===== config.mk =====
export PLATFORM = sky130hd
export DESIGN_NAME = uart_rx
export DESIGN_NICKNAME = d
export VERILOG_FILES = /design/src/hw/ramio_pkg.sv /design/src/hw/uart_rx.sv
export VERILOG_INCLUDE_DIRS = /design/src /design/src/hw
export SDC_FILE = /design/constraint.sdc
export NUM_CORES = 1
export LEC_CHECK = 0
export BUFFER_PORTS_ARGS = -buffer_cell sky130_fd_sc_hd__buf_2
export CORE_MARGIN = 3
export CORE_UTILIZATION = 55
export DETAILED_ROUTE_END_ITERATION = 8
export PLACE_DENSITY = 0.87
export SETUP_SLACK_MARGIN = 0.15
export SLEW_MARGIN = 5
export SYNTH_ARGS = -nofsm -noshare
export SYNTH_HDL_FRONTEND = slang
export SYNTH_SLANG_ARGS = --single-unit

===== constraint.sdc =====
create_clock -name clk -period 3.55 [get_ports clk]
set_clock_uncertainty 0.15 [all_clocks]
set_input_delay 0.1775 -clock clk [delete_from_list [all_inputs] [get_ports clk]]
set_output_delay 0.1775 -clock clk [all_outputs]
set_load 0.05 [all_outputs]

===== src/hw/ramio_params.svh =====
/* ramio parameters
   bus widths, RAM depth, I/O register map and UART bit timing */
`ifndef RAMIO_PARAMS_SVH
`define RAMIO_PARAMS_SVH

// byte address and data word widths
`define RAMIO_ADDR_W 32
`define RAMIO_DATA_W 32

// RAM word address bits, 1024 words
`define RAMIO_RAM_AW 10

// I/O registers sit at the very top of the address space
`define RAMIO_ADDR_LED      32'hFFFF_FFFF
`define RAMIO_ADDR_UART_OUT 32'hFFFF_FFFE
`define RAMIO_ADDR_UART_IN  32'hFFFF_FFFD

// clocks per UART bit
// kept small so a frame takes 160 clocks in simulation
`define RAMIO_CLKS_PER_BIT 16

`endif


===== src/hw/ramio_pkg.sv =====
/* ramio_pkg
   shared types of the load/store port: bus vectors, access codes, UART FSM states */
`default_nettype none

`include "ramio_params.svh"

package ramio_pkg;

  typedef logic [`RAMIO_ADDR_W-1:0] addr_t;   // byte address
  typedef logic [`RAMIO_DATA_W-1:0] data_t;   // data word
  typedef logic [7:0]               byte_t;   // one UART character

  // access size: 0 none, 1 byte, 2 half, 3 word
  typedef logic [1:0] wtype_t;
  // [1:0] size as wtype_t, [2] sign extend
  typedef logic [2:0] rtype_t;

  typedef logic [`RAMIO_DATA_W/8-1:0] be_t;   // one enable per byte lane
  typedef logic [3:0]                 led_t;
  typedef logic [`RAMIO_RAM_AW-1:0]   ram_addr_t;   // word address into RAM

  // shared by tx and rx
  typedef enum logic [1:0] {
    IDLE,
    START,
    DATA,
    STOP
  } uart_state_e;

endpackage

`default_nettype wire


===== src/hw/uart_rx.sv =====
/* uart_rx
   8N1 deserializer, mid-bit sampling, one-cycle done strobe per good frame */
`default_nettype none

`include "ramio_params.svh"

module uart_rx #(
  parameter int CLKS_PER_BIT = `RAMIO_CLKS_PER_BIT
) (
  input  logic             clk,
  input  logic             rst_n,
  input  logic             rx,
  output ramio_pkg::byte_t data,
  output logic             done
);
  import ramio_pkg::*;

  localparam int HALF     = CLKS_PER_BIT / 2;
  localparam int STOP_END = CLKS_PER_BIT - 1 + HALF;  // stop sample plus half bit
  localparam int CW       = $clog2(STOP_END + 1);

  logic          rx_meta;
  logic          rx_sync;
  uart_state_e   state;
  logic [CW-1:0] cnt;
  logic [2:0]    bit_idx;
  logic          stop_ok;   // stop bit seen high
  logic          mid_bit;   // center of a full bit

  assign mid_bit = (cnt == CW'(CLKS_PER_BIT - 1));

  // two-flop synchronizer, line idles high
  always_ff @(posedge clk or negedge rst_n) begin
    if (!rst_n) begin
      rx_meta <= 1'b1;
      rx_sync <= 1'b1;
    end else begin
      rx_meta <= rx;
      rx_sync <= rx_meta;
    end
  end

  always_ff @(posedge clk or negedge rst_n) begin
    if (!rst_n) begin
      state   <= IDLE;
      cnt     <= '0;
      bit_idx <= '0;
      stop_ok <= 1'b0;
      done    <= 1'b0;
    end else begin
      done <= 1'b0;
      cnt  <= cnt + CW'(1);
      case (state)
        IDLE: begin
          cnt <= '0;
          if (!rx_sync) state <= START;  // falling edge
        end
        START: if (cnt == CW'(HALF - 1)) begin
          cnt     <= '0;
          bit_idx <= '0;
          state   <= rx_sync ? IDLE : DATA;  // glitch if high at mid start
        end
        DATA: if (mid_bit) begin
          cnt     <= '0;
          bit_idx <= bit_idx + 3'd1;
          if (bit_idx == 3'd7) state <= STOP;
        end
        STOP: begin
          if (mid_bit) stop_ok <= rx_sync;
          if (cnt == CW'(STOP_END)) begin
            done  <= stop_ok;  // framing error drops the byte
            state <= IDLE;
          end
        end
        default: state <= IDLE;
      endcase
    end
  end

  // shift register doubles as output, valid with done
  always_ff @(posedge clk) begin
    if (state == DATA && mid_bit) begin
      data <= {rx_sync, data[7:1]};
    end
  end

endmodule

`default_nettype wire


==> flow_summary.json <==
{
  "die_w_um": 47.5,
  "grt_max_degree": 15,
  "postSynthAreaPerCell_um2": 13.2,
  "utilization": 0.665,
  "crit_arrival_ns": 1.72,
  "fin_setup_tns_ns": 0,
  "synth_area_um2": 948,
  "clkTransAtPathRegs_ns": 0.11,
  "rsz0062_at_grt": "no",
  "yosys.cell_types.count": 27,
  "p_int_w": 0.000436,
  "seq_power_share": 0.579,
  "ys_top_cells_by_area": "dfrtp_1 (32%), edfxtp_1 (25%), ha_1 (6.6%)",
  "wire_per_inst_um": 12.7,
  "synthArstFlopShare": 0.636,
  "grt-ovfl-total": 0,
  "max_cap_viol_count": 0,
  "tightest_slew_ns": 0.351,
  "rrSetupSlack_ns": 1.66,
  "drv_slew": 0,
  "place_congestion": 0.689,
  "seq_area_frac_synth": 0.625,
  "cts_max_path_buffers": 2,
  "setup_ws_ns": 1.66,
  "dr.pass1.iters": 4,
  "grt_use_total": 0.138,
  "synthTopCellsByCount": "dfrtp_1 (12), edfxtp_1 (8), nor2_1 (7)",
  "min_period_over_period": 0.533,
  "synth_top_cell_area_share": 0.317,
  "routed_wl_mm": 1.30,
  "synthFlopType": "dfrtp_1",
  "power.density_mw_per_mm2": 622,
  "drive_gt1_frac": 0.256,
  "p_comb_frac": 0.258,
  "ant_nets": 0,
  "cp-start-kind": "flip-flop",
  "power_leakage_nw": 0.496,
  "ys_ff_latch": 22,
  "maxSlewHeadroom": 0.766,
  "ctsRootBufferMaster": "clkbuf_4",
  "diodes": 0,
  "stdcell_count": 102,
  "drc": 0,
  "synth_enable_flop_cells": 8,
  "ir_drop_v": 0.000374,
  "status": "finished clean",
  "setup_viol": 0,
  "grt_antenna_before_repair": 0,
  "fmax_mhz": 528,
  "coreArea_mm2": 0.00156,
  "r2r_end": "data[6]",
  "clock_power_share": 0.163,
  "area_delta_synth_final_pct": 9.37,
  "p_sw_frac": 0.324,
  "num_rows": 14,
  "dp_cells": 96,
  "num_io_pins": 12,
  "p_sw_w": 0.000209,
  "routed_via_density": 5.36,
  "syn-num-nets": 80,
  "fin_crit_ns": 1.89,
  "regToRegStartpoint": "cnt[0]",
  "ctsHtreeMaxLevel": 1,
  "cts_tree": "done",
  "critPathRequiredTime_ns": 3.38,
  "vias": 547,
  "grt_pass1_vias": 522,
  "ys_warn_count": 0,
  "place_ws_ns": 1.64,
  "start_util": 0.608,
  "hp-class": "primary input to async pin",
  "dieArea_mm2": 0.00226,
  "drtIter0Drc": 6,
  "yosys.area.top_type": "dfrtp_1",
  "endpoint_kind": "flip-flop",
  "hold_viol_final": 0,
  "fin_nets": 95,
  "io_buffers": 11,
  "cts_buffers": 3,
  "grt_pass1_wl_mm": 2.19,
  "critical_path_class": "flip-flop to flip-flop",
  "clkSinkCount": 22,
  "fp.dieH_um": 47.5,
  "syn_inst": 72,
  "clkLatencyLatePin_ns": 0.30,
  "synthMostInstantiatedCell": "dfrtp_1",
  "cp_max_fo": 8,
  "dp_hpwl_mm": 1.01,
  "rr_worst_depth": 6
}
==> critical path: stages (launching register included) <==
cell	delay (ns)
dfrtp_1	0.38
ha_1	0.21
nand3_1	0.12
inv_1	0.08
ha_1	0.22
nand3b_2	0.16
inv_1	0.27
==> power by group through the flow <==
stage / logic, W / registers (W) / clock network (W)
2_1_floorplan: 0.000169 / 0.000354 / 0
3_3_place_gp: 0.000158 / 0.000376 / 0
3_5_place_dp: 0.000167 / 0.000379 / 0
4_1_cts: 0.000170 / 0.000373 / 0.000112
5_1_grt: 0.000198 / 0.000383 / 0.000123
6_report: 0.000166 / 0.000374 / 0.000105
==> repair_timing <==
| item | CTS | global route |
|---|---|---|
| hold buffers | 2 | 0 |
| hold endpoints to repair | 15 | 0 |
| gates resized for setup | 0 | 0 |
| setup buffers | 0 | 0 |
==> registers in the layout, indices dropped and copies added, names as in the netlist, named ones only <==
signal / cells
bit_idx: 3
cnt: 5
data: 8
done: 1
rx_meta: 1
rx_sync: 1
state: 1
stop_ok: 1
==> kinds of logic (layout without fill, tap and decap cells) <==
group,Yosys count,in the layout,share of synthesized area
AO/OA/AOI/OAI,9,9,0.0712
XOR/XNOR,4,4,0.0369
adder cells (fa/ha/maj),5,5,0.0660
buffers and inverters,8,22,0.0541
flip-flops,22,22,0.625
multiplexers,2,2,0.0211
AND/OR/NAND/NOR,22,22,0.125
==> cell usage in the layout, fill, tap and decap left out <==
cell / count
clkbuf_4: 3
a21o_1: 1
a21oi_1: 1
nor3b_1: 1
edfxtp_1: 8
dfstp_2: 2
o21ai_0: 1
nor2_2: 3
nand3_1: 4
xor2_1: 3
mux2i_1: 2
nor2b_1: 1
nor2_1: 7
dfrtp_1: 12
xnor2_1: 1
buf_2: 11
a311oi_1: 1
and3b_1: 1
ha_1: 5
o21a_1: 1
a31oi_1: 3
inv_1: 5
o2bb2ai_2: 1
clkinv_1: 1
dlygate4sd3_1: 2
and2_4: 1
nand3b_2: 1
nand2_1: 3
==> stage by stage <==
step                hold WS [ns]  area (um^2)  total power, W
global route               0.152         1040        0.000704
finish                     0.132         1040        0.000645
detailed placement       -0.0679          991        0.000546
global placement         -0.0714          991        0.000533
floorplan                 -0.268          948        0.000523
CTS                        0.133         1040        0.000655
==> layer usage <==
metal | track usage | routed length (um)
met1 | 0.179 | 572
met2 | 0.225 | 655
met3 | 0.0564 | 63
met4 | 0.0166 | 8
met5 | 0 | 0
==> cell type report <==
| class | count | area [um^2] |
|---|---|---|
| Sequential cell | 22 | 593 |
| Fill cell | 120 | 522 |
| Multi-Input combinational cell | 42 | 304 |
| Timing Repair Buffer | 13 | 75.1 |
| Clock buffer | 3 | 22.5 |
| Tap cell | 16 | 20.0 |
| Inverter | 5 | 18.8 |
| Clock inverter | 1 | 3.75 |
==> worst max path at each step <==
stage	start	to
floorplan	cnt[0]	data[0]
finish	cnt[0]	data[6]
CTS	cnt[0]	data[6]
global route	cnt[0]	data[6]
detailed placement	cnt[0]	data[2]
global placement	cnt[0]	data[3]
No activity file was read; power rests on OpenSTA's default activity.
