**src/hw/ramio_params.svh**
```systemverilog
/* ramio parameters
   bus widths, RAM depth, I/O register map and UART bit timing */
`ifndef RAMIO_PARAMS_SVH
`define RAMIO_PARAMS_SVH

// byte address and data word widths
`define RAMIO_ADDR_W 32
`define RAMIO_DATA_W 32

// RAM word address bits, 1024 words
`define RAMIO_RAM_AW 10

// I/O registers sit at the very top of the address space
`define RAMIO_ADDR_LED      32'hFFFF_FFFF
`define RAMIO_ADDR_UART_OUT 32'hFFFF_FFFE
`define RAMIO_ADDR_UART_IN  32'hFFFF_FFFD

// clocks per UART bit
// kept small so a frame takes 160 clocks in simulation
`define RAMIO_CLKS_PER_BIT 16

`endif

```
**src/hw/ramio_pkg.sv**
```systemverilog
/* ramio_pkg
   shared types of the load/store port: bus vectors, access codes, UART FSM states */
`default_nettype none

`include "ramio_params.svh"

package ramio_pkg;

  typedef logic [`RAMIO_ADDR_W-1:0] addr_t;   // byte address
  typedef logic [`RAMIO_DATA_W-1:0] data_t;   // data word
  typedef logic [7:0]               byte_t;   // one UART character

  // access size: 0 none, 1 byte, 2 half, 3 word
  typedef logic [1:0] wtype_t;
  // [1:0] size as wtype_t, [2] sign extend
  typedef logic [2:0] rtype_t;

  typedef logic [`RAMIO_DATA_W/8-1:0] be_t;   // one enable per byte lane
  typedef logic [3:0]                 led_t;
  typedef logic [`RAMIO_RAM_AW-1:0]   ram_addr_t;   // word address into RAM

  // shared by tx and rx
  typedef enum logic [1:0] {
    IDLE,
    START,
    DATA,
    STOP
  } uart_state_e;

endpackage

`default_nettype wire

```
**src/hw/uart_tx.sv**
```systemverilog
/* uart_tx
   8N1 serializer, latches a byte on start and shifts it out LSB first */
`default_nettype none

`include "ramio_params.svh"

module uart_tx #(
  parameter int CLKS_PER_BIT = `RAMIO_CLKS_PER_BIT
) (
  input  logic             clk,
  input  logic             rst_n,
  input  logic             start,
  input  ramio_pkg::byte_t data,
  output logic             tx,
  output logic             busy
);
  import ramio_pkg::*;

  localparam int CW = $clog2(CLKS_PER_BIT + 1);

  uart_state_e   state;
  logic [CW-1:0] cnt;      // clocks into current bit
  logic [2:0]    bit_idx;  // data bit being sent
  logic          bit_end;  // last clock of a bit period
  byte_t         shreg;

  assign bit_end = (cnt == CW'(CLKS_PER_BIT - 1));

  always_ff @(posedge clk or negedge rst_n) begin
    if (!rst_n) begin
      state   <= IDLE;
      cnt     <= '0;
      bit_idx <= '0;
    end else begin
      cnt <= bit_end ? '0 : cnt + CW'(1);  // free runs outside idle
      case (state)
        IDLE: begin
          cnt <= '0;
          if (start) state <= START;  // start bit from next clock
        end
        START: if (bit_end) begin
          state   <= DATA;
          bit_idx <= '0;
        end
        DATA: if (bit_end) begin
          bit_idx <= bit_idx + 3'd1;
          if (bit_idx == 3'd7) state <= STOP;
        end
        STOP: if (bit_end) state <= IDLE;
        default: state <= IDLE;
      endcase
    end
  end

  // payload, loaded on accepted start, shifted at each data bit end
  always_ff @(posedge clk) begin
    if (state == IDLE && start) begin
      shreg <= data;
    end else if (state == DATA && bit_end) begin
      shreg <= {1'b0, shreg[7:1]};
    end
  end

  always_comb begin
    case (state)
      START:   tx = 1'b0;
      DATA:    tx = shreg[0];  // LSB first
      default: tx = 1'b1;      // idle and stop are mark
    endcase
  end

  assign busy = (state != IDLE);  // start while busy is dropped in IDLE check

endmodule

`default_nettype wire

```
**config.mk**
```make
export PLATFORM = sky130hd
export DESIGN_NAME = uart_tx
export DESIGN_NICKNAME = d
export VERILOG_FILES = /design/src/hw/ramio_pkg.sv /design/src/hw/uart_tx.sv
export VERILOG_INCLUDE_DIRS = /design/src /design/src/hw
export SDC_FILE = /design/constraint.sdc
export NUM_CORES = 1
export LEC_CHECK = 0
export ABC_AREA = 0
export BUFFER_PORTS_ARGS = -buffer_cell sky130_fd_sc_hd__buf_2
export CAP_MARGIN = 20
export CORE_MARGIN = 3
export CORE_UTILIZATION = 47
export DETAILED_ROUTE_END_ITERATION = 7
export GPL_TIMING_DRIVEN = 0
export HOLD_SLACK_MARGIN = 0.12
export PLACE_DENSITY = 0.75
export SYNTH_ARGS = -nofsm -noshare
export SYNTH_HDL_FRONTEND = slang
export SYNTH_SLANG_ARGS = --single-unit
```
**constraint.sdc**
```tcl
create_clock -name clk -period 4.35 [get_ports clk]
set_input_delay 0.2175 -clock clk [delete_from_list [all_inputs] [get_ports clk]]
set_output_delay 0.2175 -clock clk [all_outputs]
set_load 0.01 [all_outputs]
```
==> flow_metrics.env, run 1 <==
export IMPL_outcome="completed"
export IMPL_reg2reg_to="shreg[3]"
export IMPL_ys_seq_area_share_pct=53.8
export IMPL_place_congestion=0.671
export IMPL_synth_cells=66
export IMPL_crit_chain="inv_1, ha_1, clkbuf_2, nand2_1, mux2_2"
export IMPL_crit_family="flip-flops"
export IMPL_core_sq_um=1780
export IMPL_irDropWorstVdd_v=0.000121
export IMPL_hpwl_microns=1100
export IMPL_insertion_delay_ns=0.29
export IMPL_min_from="data[2]"
export IMPL_grt_use_total_pct=12.8
export IMPL_cp_max_fo=8
export IMPL_clk_path_buf_depth=2
export IMPL_fmax_mhz=569
export IMPL_r2r_cells=5
export IMPL_gr_total_overflow=0
export IMPL_diodes=0
export IMPL_use_met1_pct=14.0
export IMPL_grt_max_degree=11
export IMPL_hold_depth=2
export IMPL_stdcell_area_sq_um=1040
export IMPL_power_leakage_uw=0.000464
export IMPL_fin_skew_ns=0.00212
export IMPL_mostFrequentLayoutCells="buf_2 (13), dfrtp_1 (10), ha_1 (8), edfxtp_1 (8), mux2_2 (7)"
export IMPL_fp_dieW_microns=50.1
export IMPL_drt_iter0_drc=5
export IMPL_start_util_pct=51.2
export IMPL_ant_nets=0
export IMPL_die_area_sq_um=2510
export IMPL_path_depth=5
export IMPL_tightestPinTransition_ns=0.308
export IMPL_firstDrtPassIters=2
export IMPL_slew_viol_final=0
export IMPL_setup_viol=0
export IMPL_cts_tree="done"
export IMPL_rsz0062_at_grt="false"
export IMPL_portBuffers=12
export IMPL_finalHoldViolations=0
export IMPL_busiest_layer="met2"
export IMPL_min_to="shreg[2]"
export IMPL_cts_buffers=3
export IMPL_die_h_microns=50.1
export IMPL_antenna_found_initial=0
export IMPL_reg2reg_slack_ns=2.59
export IMPL_postCtsSetupBuffers=0
export IMPL_layout_commonest_cell="buf_2"
export IMPL_drive_gt1_share_pct=33.7
export IMPL_hold_class="input pin to flip-flop"
export IMPL_preCtsSetupSlack_ns=2.58
export IMPL_avgSynthCellArea_sq_um=13.8
export IMPL_syn_nets=85
export IMPL_cp_arrival_ns=1.80
export IMPL_ys_warn_count=0
export IMPL_drcViolationCount=0
export IMPL_wl_per_cell_microns=13.1
export IMPL_htreeDepth=1
export IMPL_fin_crit_sh_pct=40.4
export IMPL_syn_area_sq_um=912
export IMPL_worstSetupPathType="flip-flop to flip-flop"
export IMPL_dpl_cell_area_sq_um=1000
export IMPL_num_rows=15
export IMPL_grt_pass1_vias=575
export IMPL_cpPeakStageDelay_ns=0.42
export IMPL_crit_slowest_cell="dfrtp_1"
export IMPL_setup_slack_ns=2.59
export IMPL_cts_sinks=18
export IMPL_via_per_inst=5.03
export IMPL_nNetsFinal=103
export IMPL_relSlewSlack_pct=79.4
export IMPL_cp_buffers_inverters=2
export IMPL_ios=13
export IMPL_area_growth_synth_to_final_pct=14.0
export IMPL_vias=543
export IMPL_timing_rr_start="state[1]"
export IMPL_critPathRequiredTime_ns=4.40
export IMPL_cp_end_kind="flip-flop"
export IMPL_power_density_nw_per_um2=257
export IMPL_clkTransAtPathRegs_ns=0.10
export IMPL_gr_usage_met3_pct=3.32
export IMPL_grt_pass1_wl_microns=2400
export IMPL_tns_ns=0
export IMPL_synth_seq_cells=18
export IMPL_maxCapViolCount=0
export IMPL_min_period_ns=1.76
export IMPL_power_uw=267
export IMPL_ys_types=25
export IMPL_met2_usage_pct=22.6
export IMPL_totalWireLength_microns=1420
export IMPL_fin_util_pct=58.3
export IMPL_final_fill_count=147
export IMPL_clock_tree_root_cell="clkbuf_4"
export IMPL_crit_path_start_kind="flip-flop"
[sequential cells by signal, indices dropped and copies added, names as in the netlist]
register and count:
cnt 5, state 2, bit_idx 3, shreg 8
[synthesized netlist by cell type (all sizes together)]
cell type  number  area, sq um
mux2            8         93.8
nand2           3         11.3
o21ai           1         5.00
clkbuf          1         5.00
dfrtp          10          250
buf             2         16.3
o21a            1         7.51
and4b           1         10.0
xor2            1         8.76
and3            2         12.5
nand3           2         10.0
nor3b           1         7.51
o221ai          1         26.3
a32o            2         20.0
nand2b          1         6.26
nor3            3         20.0
inv             4         15.0
ha              8          100
nor2            2         7.51
edfxtp          8          240
mux2i           3         30.0
xnor2           1         8.76
[routing by layer]
metal | vias to the layer above | wire length, microns
met4 | 0 | 26
met3 | 4 | 60
met5 | - | 0
li1 | 271 | -
met1 | 256 | 626
met2 | 12 | 705
[stage by stage]
stage          std cells  hold slack (ns)
2_1_floorplan         66          -0.0781
3_3_place_gp         103           0.0881
3_5_place_dp         103           0.0934
4_1_cts              108            0.220
5_1_grt              108            0.214
6_report             108            0.226
[report_power, final]
group	internal, uW	leakage (uW)	switching [uW]
combinational	3.78	0.000264	3.51
sequential	176	0.000185	0
clock	35.6	0.0000150	47.8
total	216	0.000464	51.3
[worst max-delay path by stage]
| stage | startpoint | end |
|---|---|---|
| 3_5_place_dp | state[1] | shreg[7] |
| 5_1_grt | state[1] | shreg[5] |
| 3_3_place_gp | state[1] | shreg[6] |
| 2_1_floorplan | state[0] | shreg[0] |
| 4_1_cts | state[1] | shreg[5] |
| 6_report | state[1] | shreg[3] |
[final cells by class]
type	instances	area, sq um	share of cell area, %
Buffer	3	21.3	2.05
Timing Repair Buffer	13	70.1	6.74
Clock buffer	4	26.3	2.53
Sequential cell	18	490	47.2
Tap cell	25	31.3	3.01
Multi-Input combinational cell	41	385	37.1
Inverter	4	15.0	1.44
[what timing repair did]
action | 4_1_cts | 5_1_grt
endpoints found under the hold margin | 10 | 0
gates resized for setup | 0 | 0
hold buffers | 1 | 0
[logic make-up after synthesis]
kind of cell | Yosys count | share of synthesized area, %
adders and majority gates | 8 | 11.0
muxes | 11 | 13.6
xor gates and xnor gates | 2 | 1.92
buffers and inverters | 7 | 3.98
AOI/OAI and AO/OA | 5 | 6.45
and+or+nand+nor | 15 | 9.33
DFF | 18 | 53.8
(Power assumes the default switching activity.)
==> run 2, diff against run 1 <==
==> constraint.sdc (replaced) <==
create_clock -name clk -period 1.7 [get_ports clk]
set_input_delay 0.085 -clock clk [delete_from_list [all_inputs] [get_ports clk]]
set_output_delay 0.085 -clock clk [all_outputs]
set_load 0.01 [all_outputs]
==> run 2 against run 1 <==
Wire length increased by 13%. Largest power group unchanged. Register-to-register slack got worse by 2.6 ns. Power grew to 2.6 times the previous value. Design area increased by 10%. First-iteration DRC count is 140% higher. Combinational power grew to 4.5 times the previous value. Utilization is 6.1 points higher. Clock power grew to 2.6 times the previous value.
==> flow_metrics.env, run 2 (synthesis gave the netlist of run 1 again) <==
export IMPL_outcome="completed"
export IMPL_drt_iter0_drc=12
export IMPL_mostFrequentLayoutCells="buf_2 (13), dfrtp_1 (10), dlygate4sd3_1 (9)"
export IMPL_largestRegisters="shreg: 8 flops, cnt: 5 flops, bit_idx: 3 flops"
export IMPL_diodes=0
export IMPL_fin_crit_sh_pct=97.6
export IMPL_vias=591
export IMPL_ant_nets=0
export IMPL_relSlewSlack_pct=83.9
export IMPL_gr_total_overflow=0
export IMPL_ios=13
export IMPL_firstDrtPassIters=4
export IMPL_p_switching_uw=141
export IMPL_totalWireLength_microns=1610
export IMPL_clk_path_buf_depth=2
export IMPL_drcViolationCount=0
export IMPL_rsz0062_at_grt="true"
export IMPL_fmax_mhz=603
export IMPL_tightestPinTransition_ns=0.241
export IMPL_cts_sinks=18
export IMPL_finalHoldViolations=0
export IMPL_drive_gt1_share_pct=34.4
export IMPL_power_share_sequential_pct=64.0
export IMPL_grt_pass1_wl_microns=2690
export IMPL_grt_pass1_vias=626
export IMPL_via_per_inst=5.01
export IMPL_stdcell_area_sq_um=1150
export IMPL_fin_util_pct=64.4
export IMPL_nNetsFinal=113
export IMPL_fin_skew_ns=0.00171
export IMPL_die_area_sq_um=2510
export IMPL_hpwl_microns=1100
export IMPL_preCtsSetupSlack_ns=-0.0684
export IMPL_clkTransAtPathRegs_ns=0.10
export IMPL_cp_end_kind="flip-flop"
export IMPL_grt_use_total_pct=14.3
export IMPL_htreeDepth=1
export IMPL_wl_per_cell_microns=13.6
export IMPL_cp_arrival_ns=1.71
export IMPL_p_sw_share_pct=20.0
export IMPL_antenna_found_initial=0
export IMPL_layout_commonest_cell="buf_2"
export IMPL_cp_max_fo=8
export IMPL_cpPeakStageDelay_ns=0.42
export IMPL_core_sq_um=1780
export IMPL_start_util_pct=51.2
export IMPL_regMostFlops="shreg"
export IMPL_fp_dieW_microns=50.1
export IMPL_area_growth_synth_to_final_pct=25.9
export IMPL_portBuffers=12
export IMPL_crit_slowest_cell="dfrtp_1"
export IMPL_clkPwrFrac_pct=31.3
export IMPL_setup_slack_ns=0.0403
export IMPL_power_density_nw_per_um2=614
export IMPL_cts_buffers=3
export IMPL_dpl_cell_area_sq_um=1000
export IMPL_irDropWorstVdd_v=0.000318
export IMPL_grt_max_degree=11
export IMPL_placed_cells=103
export IMPL_power_leakage_uw=0.000510
export IMPL_insertion_delay_ns=0.29
export IMPL_worst_hold_slack_ns=0.171
export IMPL_maxCapViolCount=0
export IMPL_num_rows=15
export IMPL_largest_register_ffs=8
export IMPL_stdcell_count=118
export IMPL_crit_chain="inv_1, ha_1, buf_2, nand2_2, mux2_2"
export IMPL_p_int_uw=564
export IMPL_crit_path_start_kind="flip-flop"
export IMPL_setup_viol=0
export IMPL_hold_class="input pin to flip-flop"
export IMPL_clock_tree_root_cell="clkbuf_4"
export IMPL_die_h_microns=50.1
export IMPL_cts_tree="done"
export IMPL_pwr_share_comb_pct=4.7
export IMPL_min_period_ns=1.66
export IMPL_place_congestion=0.671
export IMPL_worstSetupPathType="flip-flop to flip-flop"
export IMPL_slew_viol_final=0
export IMPL_critPathRequiredTime_ns=1.75
run 2: final cells by class:
cell class	count	area [sq um]
Buffer	3	23.8
Fill cell	124	634
Clock buffer	4	26.3
Multi-Input combinational cell	41	397
Timing Repair Buffer	23	165
Tap cell	25	31.3
Sequential cell	18	490
Inverter	4	15.0
run 2: critical path, delay by kind of cell, from the launching register on:
family,cells,cell delay (ns)
buf+inv,2,0.26
flops,1,0.42
simple gates,1,0.18
fa+ha+maj,1,0.18
mux,1,0.36
run 2: through the flow:
stage                     setup TNS, ns  total power, uW
after floorplan                       0              460
after global placement           -0.673              477
after detailed placement         -0.891              478
after CTS                             0              706
after global routing             -0.158              728
final                                 0              705
run 2: layer usage:
layer	wire length (microns)	global-route usage, %	vias to the layer above
met3	59	3.32	2
met5	0	0	-
met4	18	6.45	0
li1	-	-	291
met2	856	27.0	13
met1	676	14.5	285
run 2: repair_timing:
item / in CTS / in global routing
hold endpoints to repair: 18 / 0
hold buffers: 9 / 0
gates resized for setup: 1 / 4
buffers inserted: 0 / 2
setup endpoints to repair: 15 / 17
run 2: final timing paths:
kind	startpoint	end	slack, ns	cells after the start
min in group asynchronous	rst_n	bit_idx[0]	0.19	2
hold / removal	start	shreg[7]	0.17	2
setup reg to reg	state[1]	shreg[3]	0.04	5
hold reg to reg	cnt[0]	cnt[0]	0.51	1
setup / recovery	state[1]	shreg[3]	0.04	5
max in group asynchronous	rst_n	cnt[4]	1.32	2
run 2: power groups by stage:
| stage | Combinational, uW | Sequential (uW) | Clock, uW |
|---|---|---|---|
| finish | 33.0 | 451 | 221 |
| global route | 36.9 | 451 | 240 |
| CTS | 33.6 | 451 | 221 |
| detailed placement | 17.4 | 460 | 0 |
| global placement | 16.4 | 460 | 0 |
| floorplan | 0.222 | 460 | 0 |
==> run 3, diff against run 2 <==
==> constraint.sdc (replaced) <==
create_clock -name clk -period 1.6 [get_ports clk]
set_input_delay 0.08 -clock clk [delete_from_list [all_inputs] [get_ports clk]]
set_output_delay 0.08 -clock clk [all_outputs]
set_load 0.01 [all_outputs]
==> run 3 against run 2 <==
Clock skew barely moved. Wire length increased by 6.8%. Sequential share of layout area shrank 2.7 points. Highest routed layer unchanged.
==> flow_metrics.env, run 3 (synthesis gave the netlist of run 1 again) <==
export IMPL_outcome="completed"
export IMPL_start_util_pct=51.2
export IMPL_clkTransAtPathRegs_ns=0.10
export IMPL_power_density_nw_per_um2=607
export IMPL_grt_use_total_pct=14.8
export IMPL_core_sq_um=1780
export IMPL_cp_end_kind="flip-flop"
export IMPL_power_leakage_uw=0.000530
export IMPL_met3_length_microns=40
export IMPL_num_rows=15
export IMPL_die_area_sq_um=2510
export IMPL_insertion_delay_ns=0.29
export IMPL_power_share_sequential_pct=64.3
export IMPL_fin_skew_ns=0.00183
export IMPL_worstSetupStartpoint="state[1]"
export IMPL_dr_wl_met2_microns=937
export IMPL_clk_path_buf_depth=2
export IMPL_portBuffers=12
export IMPL_top_layer_used="met4"
export IMPL_clock_tree_root_cell="clkbuf_4"
export IMPL_via_per_inst=5.11
export IMPL_area_growth_synth_to_final_pct=34.6
export IMPL_layout_commonest_cell="buf_2"
export IMPL_drive_gt1_share_pct=43.9
export IMPL_p_switching_uw=146
export IMPL_grt_max_degree=11
export IMPL_gr_total_overflow=0
export IMPL_p_sw_share_pct=19.6
export IMPL_tightestPinTransition_ns=0.241
export IMPL_irDropWorstVdd_v=0.000337
export IMPL_place_congestion=0.671
export IMPL_crit_path_start_kind="flip-flop"
export IMPL_clkPwrFrac_pct=30.8
export IMPL_die_h_microns=50.1
export IMPL_mostFrequentLayoutCells="buf_2 (12), dfrtp_1 (10), dlygate4sd3_1 (9)"
export IMPL_regMostFlops="shreg"
export IMPL_hpwl_microns=1100
export IMPL_fp_dieW_microns=50.1
export IMPL_antenna_found_initial=0
export IMPL_diodes=0
export IMPL_fin_crit_sh_pct=98.9
export IMPL_pwr_share_comb_pct=5.0
export IMPL_cts_tree="done"
export IMPL_nNetsFinal=118
export IMPL_timing_rr_start="state[1]"
export IMPL_setup_viol=0
export IMPL_grt_pass1_vias=653
export IMPL_ant_nets=0
export IMPL_hold_class="input pin to asynchronous set/reset pin"
export IMPL_firstDrtPassIters=4
export IMPL_drt_iter0_drc=6
export IMPL_drt_met1_wl_microns=719
export IMPL_cts_sinks=18
export IMPL_totalWireLength_microns=1720
export IMPL_finalHoldViolations=0
export IMPL_drcViolationCount=0
export IMPL_vias=629
export IMPL_fmax_mhz=632
export IMPL_largest_register_ffs=8
export IMPL_htreeDepth=1
export IMPL_preCtsSetupSlack_ns=-0.168
export IMPL_wl_per_cell_microns=14.0
export IMPL_cp_arrival_ns=1.76
export IMPL_relSlewSlack_pct=83.9
export IMPL_ios=13
export IMPL_worst_hold_slack_ns=0.184
export IMPL_p_int_uw=599
export IMPL_cts_buffers=3
export IMPL_setup_slack_ns=0.0180
export IMPL_cp_max_fo=7
export IMPL_worstSetupPathType="flip-flop to flip-flop"
export IMPL_slew_viol_final=0
export IMPL_final_fill_count=113
export IMPL_min_period_ns=1.58
export IMPL_largestRegisters="shreg: 8 flops, cnt: 5 flops, bit_idx: 3 flops"
export IMPL_critPathRequiredTime_ns=1.78
export IMPL_maxCapViolCount=0
export IMPL_grt_pass1_wl_microns=2760
==> run 3: cell count changes in the layout (fill, tap and decap cells not counted), sizes merged <==
cell,delta
buf,+6
clkbuf,-1
==> run 3: through the flow <==
stage	TNS (ns)	cell area (sq um)	total power [uW]	cells	util [%]
global placement	-2.19	1000	506	103	56.3
finish	0	1230	746	123	68.8
CTS	0	1170	750	120	65.7
floorplan	0	912	489	66	-
detailed placement	-2.45	1000	507	103	56.3
global route	-0.0340	1230	775	123	68.8
==> run 3: timing repair <==
item,in CTS,in global routing
gates resized for setup,7,10
setup endpoints to repair,17,10
hold buffers,9,0
setup buffers,4,4
hold endpoints to repair,18,0
pin swaps,0,3
==> run 3: metal layers <==
| metal | vias to the layer above | GRT usage (%) |
|---|---|---|
| li1 | 303 | - |
| met1 | 310 | 15.4 |
| met2 | 14 | 27.6 |
| met3 | 2 | 3.32 |
| met4 | 0 | 6.45 |
| met5 | - | 0 |
==> run 3: worst paths after layout <==
| path | end | slack [ns] | depth (start not counted) |
|---|---|---|---|
| worst max-delay path | state[1] | 0.02 | 6 |
| worst min-delay path | bit_idx[0] | 0.18 | 2 |
| worst max register to register | state[1] | 0.02 | 6 |
| worst min register to register | bit_idx[1] | 0.51 | 1 |
| max in group asynchronous | cnt[4] | 1.22 | 2 |
| min in group clk | shreg[7] | 0.23 | 2 |
==> run 3: power groups by stage <==
stage	Combinational, uW	Clock [uW]	Sequential (uW)
global route	40.8	255	479
floorplan	0.236	0	489
CTS	36.2	235	479
global placement	17.4	0	489
finish	37.0	229	479
detailed placement	18.5	0	489
==> run 3: critical path, stage by stage, from the launching register on <==
cell,delay [ns]
dfrtp_1,0.46
inv_2,0.11
ha_1,0.16
buf_6,0.15
inv_2,0.07
o221ai_4,0.22
mux2_4,0.32
==> run 3: area by class of cell <==
type	instances	area, sq um	share of cell area (%)
repair buffers	28	206	16.8
well taps	25	31.3	2.55
multi-input cells	41	428	34.9
inverters	4	15.0	1.22
flip-flops and latches	18	490	40.0
clock buffers	4	26.3	2.14
plain buffers	3	30.0	2.45
